### src/simf_fp_pkg.sv
package simf_fp_pkg;

   typedef logic [31:0] word_t;
   typedef logic [7:0]  exp_t;
   typedef logic [23:0] mant_t; // Includes hidden bit
   typedef logic [47:0] prod_t;

   localparam int EXP_BIAS  = 127;
   localparam int EXP_MAX   = 255;
   localparam int MUL_STEPS = 24; // One step per multiplier bit
   localparam int SIGN_POS  = 31;

endpackage

### src/simf_isa_pkg.sv
package simf_isa_pkg;

   typedef logic [31:0] ctrl_word_t;
   typedef logic [7:0]  fmt_t;
   typedef logic [11:0] opcode_t;
   typedef logic [3:0]  cmp_pred_t;

   localparam int FMT_MSB = 31;
   localparam int FMT_LSB = 24;
   localparam int OPC_MSB = 11;
   localparam int OPC_LSB = 0;

   // Format field values matched exactly
   localparam fmt_t FMT_VOP2  = 8'h02;
   localparam fmt_t FMT_VOPC  = 8'h04;
   localparam fmt_t FMT_VOP3A = 8'h08;

   // VOP3A source modifier bits
   localparam int ABS1_POS = 16;
   localparam int ABS2_POS = 17;
   localparam int NEG1_POS = 19;
   localparam int NEG2_POS = 20;

   localparam opcode_t OPC_CMP_BASE_VOP3A = 12'h000; // Compares occupy base..base+15
   localparam opcode_t OPC_CMP_MASK       = 12'hFF0;
   localparam opcode_t OPC_MUL_VOP2       = 12'h008;
   localparam opcode_t OPC_MAX_VOP2       = 12'h010;
   localparam opcode_t OPC_MUL_VOP3A      = 12'h108;

   typedef enum logic [1:0]
   {
      OP_NOP,
      OP_CMP,
      OP_MAX,
      OP_MUL
   } alu_op_e;

endpackage
### src/fpalu_top.sv
`timescale 1ns/100ps

module fpalu_top
  (
   input  logic                     clk,
   input  logic                     rst_i,
   input  logic                     start_i,
   input  simf_isa_pkg::ctrl_word_t ctrl_i,
   input  simf_fp_pkg::word_t       src1_i,
   input  simf_fp_pkg::word_t       src2_i,
   input  logic                     vcc_i,
   input  logic                     exec_i,
   output logic                     busy_o,
   output logic                     done_o,
   output simf_fp_pkg::word_t       dest_data_o,
   output logic                     vcc_o
  );

   simf_isa_pkg::alu_op_e   dec_op;
   simf_isa_pkg::cmp_pred_t dec_pred;
   logic [1:0]              dec_abs;
   logic [1:0]              dec_neg;
   simf_fp_pkg::word_t      mod_src1;
   simf_fp_pkg::word_t      mod_src2;
   simf_fp_pkg::word_t      opa;
   simf_fp_pkg::word_t      opb;
   simf_isa_pkg::cmp_pred_t cap_pred;
   logic                    cmp_res;
   simf_fp_pkg::word_t      max_res;
   logic                    mul_start;
   simf_fp_pkg::word_t      mul_product;
   logic                    mul_valid;

   alu_decode u_decode
     (
      .ctrl_i (ctrl_i),
      .op_o   (dec_op),
      .pred_o (dec_pred),
      .abs_o  (dec_abs),
      .neg_o  (dec_neg)
     );

   src_modifier u_modifier
     (
      .src1_i (src1_i),
      .src2_i (src2_i),
      .abs_i  (dec_abs),
      .neg_i  (dec_neg),
      .src1_o (mod_src1),
      .src2_o (mod_src2)
     );

   alu_ctrl u_ctrl
     (
      .clk             (clk),
      .rst_i           (rst_i),
      .start_i         (start_i),
      .op_i            (dec_op),
      .pred_i          (dec_pred),
      .src1_i          (mod_src1),
      .src2_i          (mod_src2),
      .vcc_i           (vcc_i),
      .exec_i          (exec_i),
      .cmp_i           (cmp_res),
      .max_i           (max_res),
      .product_i       (mul_product),
      .product_valid_i (mul_valid),
      .opa_o           (opa),
      .opb_o           (opb),
      .pred_o          (cap_pred),
      .mul_start_o     (mul_start),
      .busy_o          (busy_o),
      .done_o          (done_o),
      .dest_data_o     (dest_data_o),
      .vcc_o           (vcc_o)
     );

   cmp_unit u_cmp
     (
      .a_i    (opa),
      .b_i    (opb),
      .pred_i (cap_pred),
      .cmp_o  (cmp_res),
      .max_o  (max_res)
     );

   fmul_seq u_fmul
     (
      .clk             (clk),
      .rst_i           (rst_i),
      .start_i         (mul_start),
      .a_i             (opa),
      .b_i             (opb),
      .product_o       (mul_product),
      .product_valid_o (mul_valid)
     );

endmodule

### src/alu_ctrl.sv
`timescale 1ns/100ps

module alu_ctrl
  (
   input  logic                    clk,
   input  logic                    rst_i,
   input  logic                    start_i,
   input  simf_isa_pkg::alu_op_e   op_i,
   input  simf_isa_pkg::cmp_pred_t pred_i,
   input  simf_fp_pkg::word_t      src1_i,
   input  simf_fp_pkg::word_t      src2_i,
   input  logic                    vcc_i,
   input  logic                    exec_i,
   input  logic                    cmp_i,
   input  simf_fp_pkg::word_t      max_i,
   input  simf_fp_pkg::word_t      product_i,
   input  logic                    product_valid_i,
   output simf_fp_pkg::word_t      opa_o,
   output simf_fp_pkg::word_t      opb_o,
   output simf_isa_pkg::cmp_pred_t pred_o,
   output logic                    mul_start_o,
   output logic                    busy_o,
   output logic                    done_o,
   output simf_fp_pkg::word_t      dest_data_o,
   output logic                    vcc_o
  );

   typedef enum logic [1:0] {CS_IDLE, CS_ONE, CS_MUL} ctrl_state_e;

   ctrl_state_e             state_q;
   simf_isa_pkg::alu_op_e   op_q;
   simf_isa_pkg::cmp_pred_t pred_q;
   simf_fp_pkg::word_t      opa_q;
   simf_fp_pkg::word_t      opb_q;
   logic                    vcc_q;
   logic                    exec_q;
   logic                    accept;

   assign accept = start_i && (state_q == CS_IDLE);
   assign busy_o = (state_q != CS_IDLE);
   assign opa_o  = opa_q;
   assign opb_o  = opb_q;
   assign pred_o = pred_q;

   always_ff @(posedge clk)
   begin
      if (accept)
      begin
         op_q   <= op_i;
         pred_q <= pred_i;
         opa_q  <= src1_i;  // Modifiers already applied
         opb_q  <= src2_i;
         vcc_q  <= vcc_i;
         exec_q <= exec_i;
      end
   end

   always_ff @(posedge clk)
   begin
      if (rst_i)
      begin
         state_q     <= CS_IDLE;
         mul_start_o <= 1'b0;
         done_o      <= 1'b0;
         dest_data_o <= '0;
         vcc_o       <= 1'b0;
      end
      else
      begin
         mul_start_o <= 1'b0;
         done_o      <= 1'b0;
         case (state_q)
            CS_IDLE:
            begin
               if (accept)
               begin
                  if (exec_i && op_i == simf_isa_pkg::OP_MUL)
                  begin
                     state_q     <= CS_MUL;
                     mul_start_o <= 1'b1;  // Launch cycle
                  end
                  else
                     state_q <= CS_ONE;
               end
            end
            CS_ONE:
            begin
               state_q     <= CS_IDLE;
               done_o      <= 1'b1;
               dest_data_o <= '0;
               vcc_o       <= vcc_q;
               if (exec_q)
               begin
                  case (op_q)
                     simf_isa_pkg::OP_CMP: vcc_o       <= cmp_i;
                     simf_isa_pkg::OP_MAX: dest_data_o <= max_i;
                     default:              dest_data_o <= '0;
                  endcase
               end
            end
            CS_MUL:
            begin
               if (product_valid_i)
               begin
                  state_q     <= CS_IDLE;
                  done_o      <= 1'b1;
                  dest_data_o <= product_i;
                  vcc_o       <= vcc_q;
               end
            end
            default:
               state_q <= CS_IDLE;
         endcase
      end
   end

endmodule

### src/fmul_seq.sv
`timescale 1ns/100ps

module fmul_seq
  (
   input  logic               clk,
   input  logic               rst_i,
   input  logic               start_i,
   input  simf_fp_pkg::word_t a_i,
   input  simf_fp_pkg::word_t b_i,
   output simf_fp_pkg::word_t product_o,
   output logic               product_valid_o
  );

   typedef enum logic {MS_IDLE, MS_RUN} mul_state_e;

   mul_state_e          state_q;
   logic [4:0]          step_q;
   simf_fp_pkg::mant_t  mcand_q;
   simf_fp_pkg::prod_t  prod_q;
   logic                sign_q;
   logic                zero_q;
   logic signed [9:0]   exp_sum_q;
   simf_fp_pkg::exp_t   exp_a;
   simf_fp_pkg::exp_t   exp_b;
   logic [24:0]         part_sum;
   simf_fp_pkg::prod_t  prod_next;
   logic signed [9:0]   exp_fin;
   simf_fp_pkg::word_t  result;

   assign exp_a = a_i[30:23];
   assign exp_b = b_i[30:23];

   // Multiplier sits in the low half and shifts out as partial sums shift in
   assign part_sum  = {1'b0, prod_q[47:24]} + (prod_q[0] ? {1'b0, mcand_q} : 25'd0);
   assign prod_next = {part_sum, prod_q[23:1]};
   assign exp_fin   = exp_sum_q + 10'(prod_next[47]);

   always_comb
   begin
      if (zero_q || exp_fin <= 10'sd0)
         result = {sign_q, 31'd0};                                   // Zero or underflow
      else if (exp_fin >= $signed(10'(simf_fp_pkg::EXP_MAX)))
         result = {sign_q, simf_fp_pkg::exp_t'(simf_fp_pkg::EXP_MAX), 23'd0};
      else if (prod_next[47])
         result = {sign_q, exp_fin[7:0], prod_next[46:24]};
      else
         result = {sign_q, exp_fin[7:0], prod_next[45:23]};
   end

   always_ff @(posedge clk)
   begin
      if (rst_i)
      begin
         state_q         <= MS_IDLE;
         step_q          <= 5'd0;
         product_o       <= '0;
         product_valid_o <= 1'b0;
      end
      else
      begin
         product_valid_o <= 1'b0;
         case (state_q)
            MS_IDLE:
            begin
               if (start_i)
               begin
                  state_q <= MS_RUN;
                  step_q  <= 5'd0;
               end
            end
            MS_RUN:
            begin
               step_q <= step_q + 5'd1;
               if (step_q == 5'(simf_fp_pkg::MUL_STEPS - 1))
               begin
                  state_q         <= MS_IDLE;
                  product_o       <= result;  // Normalised on the last step
                  product_valid_o <= 1'b1;
               end
            end
            default:
               state_q <= MS_IDLE;
         endcase
      end
   end

   always_ff @(posedge clk)
   begin
      if (state_q == MS_IDLE && start_i)
      begin
         mcand_q   <= {1'b1, a_i[22:0]};
         prod_q    <= {24'd0, 1'b1, b_i[22:0]};
         sign_q    <= a_i[simf_fp_pkg::SIGN_POS] ^ b_i[simf_fp_pkg::SIGN_POS];
         zero_q    <= (exp_a == '0) || (exp_b == '0);
         exp_sum_q <= 10'(exp_a) + 10'(exp_b) - 10'(simf_fp_pkg::EXP_BIAS);
      end
      else if (state_q == MS_RUN)
         prod_q <= prod_next;
   end

endmodule

### src/cmp_unit.sv
`timescale 1ns/100ps

module cmp_unit
  (
   input  simf_fp_pkg::word_t      a_i,
   input  simf_fp_pkg::word_t      b_i,
   input  simf_isa_pkg::cmp_pred_t pred_i,
   output logic                    cmp_o,
   output simf_fp_pkg::word_t      max_o
  );

   logic lt;
   logic eq;
   logic gt;

   // Plain unsigned bit-pattern ordering
   assign lt = (a_i < b_i);
   assign eq = (a_i == b_i);
   assign gt = (a_i > b_i);

   assign max_o = (a_i >= b_i) ? a_i : b_i;

   always_comb
   begin
      case (pred_i)
         4'd1:    cmp_o = lt;
         4'd2:    cmp_o = eq;
         4'd3:    cmp_o = lt | eq;
         4'd4:    cmp_o = gt;
         4'd5:    cmp_o = ~eq;
         4'd6:    cmp_o = gt | eq;
         4'd9:    cmp_o = lt;       // Not ge
         4'd10:   cmp_o = eq;
         4'd11:   cmp_o = ~gt;
         4'd12:   cmp_o = gt;       // Not le
         4'd13:   cmp_o = ~eq;
         4'd14:   cmp_o = ~lt;
         4'd15:   cmp_o = 1'b1;
         default: cmp_o = 1'b0;     // F and the unordered codes 7 and 8
      endcase
   end

endmodule

### src/src_modifier.sv
`timescale 1ns/100ps

module src_modifier
  (
   input  simf_fp_pkg::word_t src1_i,
   input  simf_fp_pkg::word_t src2_i,
   input  logic [1:0]         abs_i,
   input  logic [1:0]         neg_i,
   output simf_fp_pkg::word_t src1_o,
   output simf_fp_pkg::word_t src2_o
  );

   // Integer abs then negate
   function automatic simf_fp_pkg::word_t apply_mod(input simf_fp_pkg::word_t v,
                                                    input logic use_abs,
                                                    input logic use_neg);
      simf_fp_pkg::word_t a;
      a = (use_abs && v[simf_fp_pkg::SIGN_POS]) ? (~v + 32'd1) : v;
      return use_neg ? (~a + 32'd1) : a;
   endfunction

   assign src1_o = apply_mod(src1_i, abs_i[0], neg_i[0]);
   assign src2_o = apply_mod(src2_i, abs_i[1], neg_i[1]);

endmodule

### src/alu_decode.sv
`timescale 1ns/100ps

module alu_decode
  (
   input  simf_isa_pkg::ctrl_word_t ctrl_i,
   output simf_isa_pkg::alu_op_e    op_o,
   output simf_isa_pkg::cmp_pred_t  pred_o,
   output logic [1:0]               abs_o,
   output logic [1:0]               neg_o
  );

   simf_isa_pkg::fmt_t    fmt;
   simf_isa_pkg::opcode_t opc;
   logic                  is_cmp_opc;

   assign fmt = ctrl_i[simf_isa_pkg::FMT_MSB:simf_isa_pkg::FMT_LSB];
   assign opc = ctrl_i[simf_isa_pkg::OPC_MSB:simf_isa_pkg::OPC_LSB];

   // Same compare numbering in VOPC and VOP3A
   assign is_cmp_opc = ((opc & simf_isa_pkg::OPC_CMP_MASK) == simf_isa_pkg::OPC_CMP_BASE_VOP3A);

   assign pred_o = opc[3:0];

   always_comb
   begin
      op_o  = simf_isa_pkg::OP_NOP;
      abs_o = 2'b00;
      neg_o = 2'b00;
      case (fmt)
         simf_isa_pkg::FMT_VOPC:
         begin
            if (is_cmp_opc)
               op_o = simf_isa_pkg::OP_CMP;
         end
         simf_isa_pkg::FMT_VOP2:
         begin
            if (opc == simf_isa_pkg::OPC_MUL_VOP2)
               op_o = simf_isa_pkg::OP_MUL;
            else if (opc == simf_isa_pkg::OPC_MAX_VOP2)
               op_o = simf_isa_pkg::OP_MAX;
         end
         simf_isa_pkg::FMT_VOP3A:
         begin
            abs_o = {ctrl_i[simf_isa_pkg::ABS2_POS], ctrl_i[simf_isa_pkg::ABS1_POS]};
            neg_o = {ctrl_i[simf_isa_pkg::NEG2_POS], ctrl_i[simf_isa_pkg::NEG1_POS]};
            if (is_cmp_opc)
               op_o = simf_isa_pkg::OP_CMP;
            else if (opc == simf_isa_pkg::OPC_MUL_VOP3A)
               op_o = simf_isa_pkg::OP_MUL;
         end
         default:
            op_o = simf_isa_pkg::OP_NOP; // Unsupported format
      endcase
   end

endmodule

### config.mk
export PLATFORM = sky130hd
export DESIGN_NAME = fpalu_top
export DESIGN_NICKNAME = d
export VERILOG_FILES = /design/src/simf_fp_pkg.sv /design/src/simf_isa_pkg.sv /design/src/fpalu_top.sv /design/src/alu_ctrl.sv /design/src/fmul_seq.sv /design/src/cmp_unit.sv /design/src/src_modifier.sv /design/src/alu_decode.sv
export SDC_FILE = /design/constraint.sdc
export NUM_CORES = 1
export LEC_CHECK = 0
export BUFFER_PORTS_ARGS = -buffer_cell sky130_fd_sc_hd__buf_2
export CAP_MARGIN = 20
export CORE_UTILIZATION = 45
export DETAILED_ROUTE_END_ITERATION = 10
export MAX_ROUTING_LAYER = met4
export PLACE_DENSITY = 0.66
export SLEW_MARGIN = 20
export SYNTH_ARGS = -nofsm -noshare
export SYNTH_HDL_FRONTEND = slang
export SYNTH_SLANG_ARGS = --single-unit
### constraint.sdc
create_clock -name clk -period 4.8 [get_ports clk]
set_input_delay 0.96 -clock clk [delete_from_list [all_inputs] [get_ports clk]]
set_output_delay 0.96 -clock clk [all_outputs]
set_load 0.05 [all_outputs]
; ---- After elaboration in Yosys (flattened, before gate mapping)
; Cells that the tools add are included.
[word_totals]
ff_bits = 231
wordCells = 141
[classes]
n_eq_ne = 29
n_bitwise = 13
add_sub_neg = 9
n_reduce_logical = 23
n_lt_le_gt_ge = 5
mux = 41
[op_table]
columns = cell, n
row1 = $mux 32, 8
row2 = $add 32x1->32 const B, 4
row3 = $not 32->32, 4
row4 = $mux 23, 3
row5 = $pmux 32 s2, 1
row6 = $mux 31, 2
row7 = $eq 32x32->1, 1
row8 = $ge 32x32->1, 1
row9 = $gt 32x32->1, 1
row10 = $lt 32x32->1, 1
row11 = $eq 4x4->1 const B, 7
row12 = $add 24x24->25, 1
row13 = $mux 24, 1
row14 = $mux 2, 9
row15 = $logic_not 8->1, 2
row16 = $eq 12x4->1 const B, 1
row17 = $eq 12x5->1 const B, 1
row18 = $eq 12x9->1 const B, 1
row19 = $eq 4x3->1 const B, 3
row20 = $logic_not 12->1, 1
row21 = $add 10x1->10, 1
row22 = $ge 10x9->1 const B, 1
row23 = $le 10x1->1 const B, 1
row24 = $pmux 5 s2, 1
row25 = 29 further kinds, 63

; ---- Logic depth before layout (Yosys ltp)
[logic_depth]
depth_word = 9
mapped_depth = 24

; ---- Cells and area by module
; A second synthesis with hierarchy kept.
[unflattened]
cells_unflattened = 1602
hier_area_um2 = 15712.6
[modules_own_cells]
columns = module, area_each_um2, instances, cells_each
row1 = fmul_seq, 6537.5, 1, 630
row2 = alu_ctrl, 4204.0, 1, 250
row3 = src_modifier, 3453.3, 1, 536
row4 = cmp_unit, 1263.7, 1, 156
row5 = alu_decode, 254.0, 1, 30

; ---- Least setup slack after synthesis
; Ideal clock, no wire load.
[synth_timing]
path_type = register to register
startpoint = register u_fmul.prod_q[0]
endpoint = register u_fmul.product_o[18]
required_ns = 4.678
arrival_time_ns = 4.985
slack_ns = -0.307
n_path_buf = 3
stages_incl_launch_ff = 25
cell_sequence = edfxtp_1 clkbuf_1 and2_1 ha_1 inv_1 fa_1 nor2b_1 o2111ai_1 nand3_1 and4_1 nor2_1 a221oi_1 a311oi_1 buf_2 inv_2 ha_1 nand3_1 xor2_1 nor4b_1 nand4b_1 a21boi_1 or2_2 clkbuf_1 nor2_1 a221o_1
[synth_between]
elab_chain_cells = 6
[synth_rtl]
columns = element, line
row1 = "start, declared", fmul_seq.sv:19  ; simf_fp_pkg::prod_t prod_q;
row2 = "start signal, assigned", fmul_seq.sv:92  ; prod_q <= {24'd0, 1'b1, b_i[22:0]};
row3 = "start signal, assigned", fmul_seq.sv:98  ; prod_q <= prod_next;
row4 = $mux 24 *, fmul_seq.sv:34  ; assign part_sum = {1'b0, prod_q[47:24]} + (prod_q[0] ? {1'b0, mcand_q} : 25'd0);
row5 = $add 24x24->25 *, fmul_seq.sv:34
row6 = net u_fmul.part_sum[24], fmul_seq.sv:25  ; logic [24:0] part_sum;
row7 = $add 10x1->10, fmul_seq.sv:36  ; assign exp_fin = exp_sum_q + 10'(prod_next[47]);
row8 = $ge 10x9->1 or $le 10x1->1 (tied branches), "fmul_seq.sv:42, fmul_seq.sv:40"
row9 = $mux 31 or $logic_or 1x1->1 (tied branches), "fmul_seq.sv:42, fmul_seq.sv:40"
row10 = $mux 31 *, fmul_seq.sv:40  ; if (zero_q || exp_fin <= 10'sd0)
row11 = "end signal, assigned", fmul_seq.sv:77  ; product_o <= result;
row12 = "end, declared", fmul_seq.sv:10  ; output simf_fp_pkg::word_t product_o,
; The timed path passes the listed nets; every way through them passes the cells marked *.
; A chain may end at the register's enable or synchronous reset.

; ---- Final worst setup path
[layout_timing]
startpoint = register u_fmul.prod_q[0]
endpoint = register u_fmul.product_o[21]
; The elaborated chain is that of the path after synthesis.

==> impl_results.md <==
- Status: finished, final reports clean
- Mean post-synth cell area: a little under 9 um^2
- Fillcell total: 3043
- Yosys top cell by area: edfxtp_1
- Footprint of the multi-input gates: approximately 0.0087 mm^2
- Iter 0 DRT Violations: 909
- CP Launch Point: u_fmul.prod_q[0]
- Port bufs: ~130
- Largest net degree at the start of global routing: 65
- Die area: 0.0342 mm^2
- First-pass GRT wire length: 63600 um
- Ys async rst share: 0%
- Kind of critical path: register to register
- Post-route cell area: 0.0173 mm^2
- Wire length per cell: 18.1 um
- VDD IR max: 0.255 mV
- Chip width: approximately 180 um
- Worst hold path type: register to register
- Row count: between 60 and 70
- Endpoints failing hold: 0
- Slew Limit Fails: 0
- Detail Route Antenna Nets: 0
- Total number of vias: 13.0k
- Worst Setup Slack, final: about 0.18 ns
- Total power: 4.89 mW
- Cell count of the worst reg-to-reg path: 21
- Worst slew margin: 35.6%
- Crit path DAT: 5.03 ns
- R2r startpoint: u_fmul.prod_q[0]
- Final setup violation count: 0
- Starting density of the core: 46.0%
- Worst-margin pin slew: 0.965 ns
- Highest Clock Rate: 217 MHz
- DP Wirelength: 30900 um
- Register area: around 0.0059 mm^2
- Clock sink count: 231
- Synth warn: 0
- Final Util: 53.1%
- Die height: 185 um
- Leakage power: 6.66 nW
- Gr usage total: 24.2%
- Share of power burned in registers: 45.5%
- H-tree levels: 1
- Total CTS buffers: 26
- Hold-critical path depth: 2
- Detailed Route WL: 40700 um
- Post-Syn Area: 0.0150 mm^2
- Final #Nets: 1967
- Clk buf depth: 3
- Synth unique cells: 85
- Core area: 0.0327 mm^2
- Area growth from synthesis to layout: 15.3%
- Number of flops mapped to enable cells by yosys: 130
- Combinational share of power: between 10% and 20%
- Tcrit/Tclk final: 96.2%
- Clk_skew: 0.0140 ns
- Area post-placement: 0.0162 mm^2
- Max_cap viols: 0
- Share of the synthesized area in the top cell type: between 20% and 30%
- Final min period: 4.62 ns
- Int Power: 3.64 mW
- #FFs+latches synth: 231
- Clock transition at path regs: around 0.06 ns
- Pre-CTS setup slack: 0.0368 ns
- Net Count, Synth: between 1.5k and 2k
- Antenna violations before repair: 0
- Main area contributors after synthesis: edfxtp_1, dfxtp_1, ha_1
- GPL Wtd Cong: 0.936
- HP Start: u_fmul.product_o[2]
- CTS tree: built
- Register area share after synthesis: roughly two fifths
- Synth Instances: 1684
- CP max FO: 6
- Startpoint types: register
- NetSw: roughly 1.3 mW
- Share of post-route cells with drive strength above 1: 15.7%
- Sw Share: 25.6%
- Clock share of power: 42.6%
- Pre-antenna DRT Iters: 5
- Gr ovfl total: 0
- Main synth FF type: edfxtp_1
- Ports: 136
- Tightest hold margin: between 0.4 and 0.5 ns
- DRC violations left: 0
- Worst Path Required: 5.22 ns
- Setup_tns: 0 ns
- Vias per inst: 5.78
- Vias in the first global route: 12.1k
- Pwr Density: 282 mW/mm^2
- Worst-Skew Late Latency: 0.53 ns
- Non-Filler Instances: 2254
- Root Buffer: clkbuf_16
- Placed Cells: around 2.2k
- Setup crit end kind: register
==> registers in the layout, summed over array words and instances, names as in the netlist, 2 cells and up <==
register	count
u_fmul.exp_sum_q	10
u_ctrl.opb_o	32
u_ctrl.dest_data_o	32
u_fmul.prod_q	48
u_ctrl.pred_o	4
u_fmul.product_o	32
u_fmul.step_q	5
u_fmul.mcand_q	23
u_ctrl.state_q	2
u_ctrl.opa_o	32
u_ctrl.op_q	2
==> worst max-delay path: stages (launching register included) <==
cell      delay (ns)
edfxtp_1        0.46
buf_4           0.18
and2_1          0.14
ha_1            0.32
nand2_2         0.09
or3_4           0.40
a21oi_2         0.16
and4_4          0.25
nor2_1          0.07
a221oi_2        0.35
a311oi_4        0.16
inv_2           0.16
ha_4            0.18
nand3_1         0.12
xor2_2          0.19
nor4b_2         0.28
nand4b_1        0.15
a21boi_2        0.18
or2_4           0.17
inv_1           0.09
and3_1          0.17
a221o_1         0.25
==> per-layer routing <==
metal | GRT usage, % | up-vias | routed length [um]
li1 | - | 6368 | -
met1 | 31.5 | 6225 | 18600
met2 | 39.4 | 347 | 19000
met3 | 2.34 | 79 | 1680
met4 | 8.50 | 0 | 1550
met5 | - | - | 0
==> layout make-up <==
class                      instances  area share [%]
sequential                       231            34.2
clock buffer                      37            4.62
clock inverter                    11           0.685
tap                              442            3.19
antenna                            1          0.0144
inverter                          75            1.62
timing repair buffer             172            5.60
multi-input combinational       1285            50.1
==> layout by cell type, fill, tap and decap left out, types with 22 or more instances in the layout <==
cell type	n
nor3_1	31
and2_1	34
nand4_1	28
a31oi_1	52
nand3_1	25
a22o_1	22
nor2_1	149
or3_1	24
xnor2_1	95
nand2_1	192
inv_1	73
buf_4	44
buf_2	127
a21oi_1	74
mux2i_1	26
xor2_1	62
o21ai_0	98
dfxtp_1	101
edfxtp_1	130
a21o_1	23
a311oi_1	32
o31ai_1	24
ha_1	65
clkbuf_16	30
==> cells by family (layout without fill, tap and decap cells) <==
| kind of cell | count (synthesis) | in the layout | share of synthesized area [%] |
|---|---|---|---|
| xor+xnor | 160 | 160 | 9.31 |
| mux | 31 | 31 | 2.10 |
| fa+ha+maj | 75 | 75 | 6.34 |
| simple gates | 600 | 600 | 19.9 |
| flops | 231 | 231 | 39.4 |
| buf+inv | 168 | 295 | 4.32 |
| compound gates | 419 | 419 | 18.6 |
| other cells | 0 | 1 | 0 |
==> repair_timing <==
| action | in CTS | in global routing |
|---|---|---|
| endpoints found under the setup margin | 0 | 28 |
| gates resized for setup | 0 | 27 |
| buffers inserted | 0 | 7 |
| hold buffers | 0 | 0 |
==> power by group through the flow <==
stage	logic (mW)	registers (mW)	clock network, mW
2_1_floorplan	0.332	2.31	0
3_3_place_gp	0.562	2.27	0
3_5_place_dp	0.575	2.27	0
4_1_cts	0.579	2.23	2.12
5_1_grt	0.638	2.23	2.19
6_report	0.581	2.22	2.08
==> synthesized netlist by cell type, types with 24 or more instances <==
cell type / n
a21oi_1: 75
a311oi_1: 33
a31oi_1: 52
and2_1: 34
clkbuf_1: 80
dfxtp_1: 101
edfxtp_1: 130
ha_1: 73
inv_1: 74
mux2i_1: 26
nand2_1: 193
nand3_1: 26
nand4_1: 28
nor2_1: 150
nor3_1: 31
o21ai_0: 99
o31ai_1: 24
or3_1: 25
xnor2_1: 95
xor2_1: 65
==> path summary, 6_finish.rpt <==
check | to | slack [ns]
setup / recovery | u_fmul.product_o[21] | 0.18
hold / removal | u_fmul.product_o[2] | 0.46
setup reg to reg | u_fmul.product_o[21] | 0.18
hold reg to reg | u_fmul.product_o[2] | 0.46
Power figures use the tool's default switching activity.
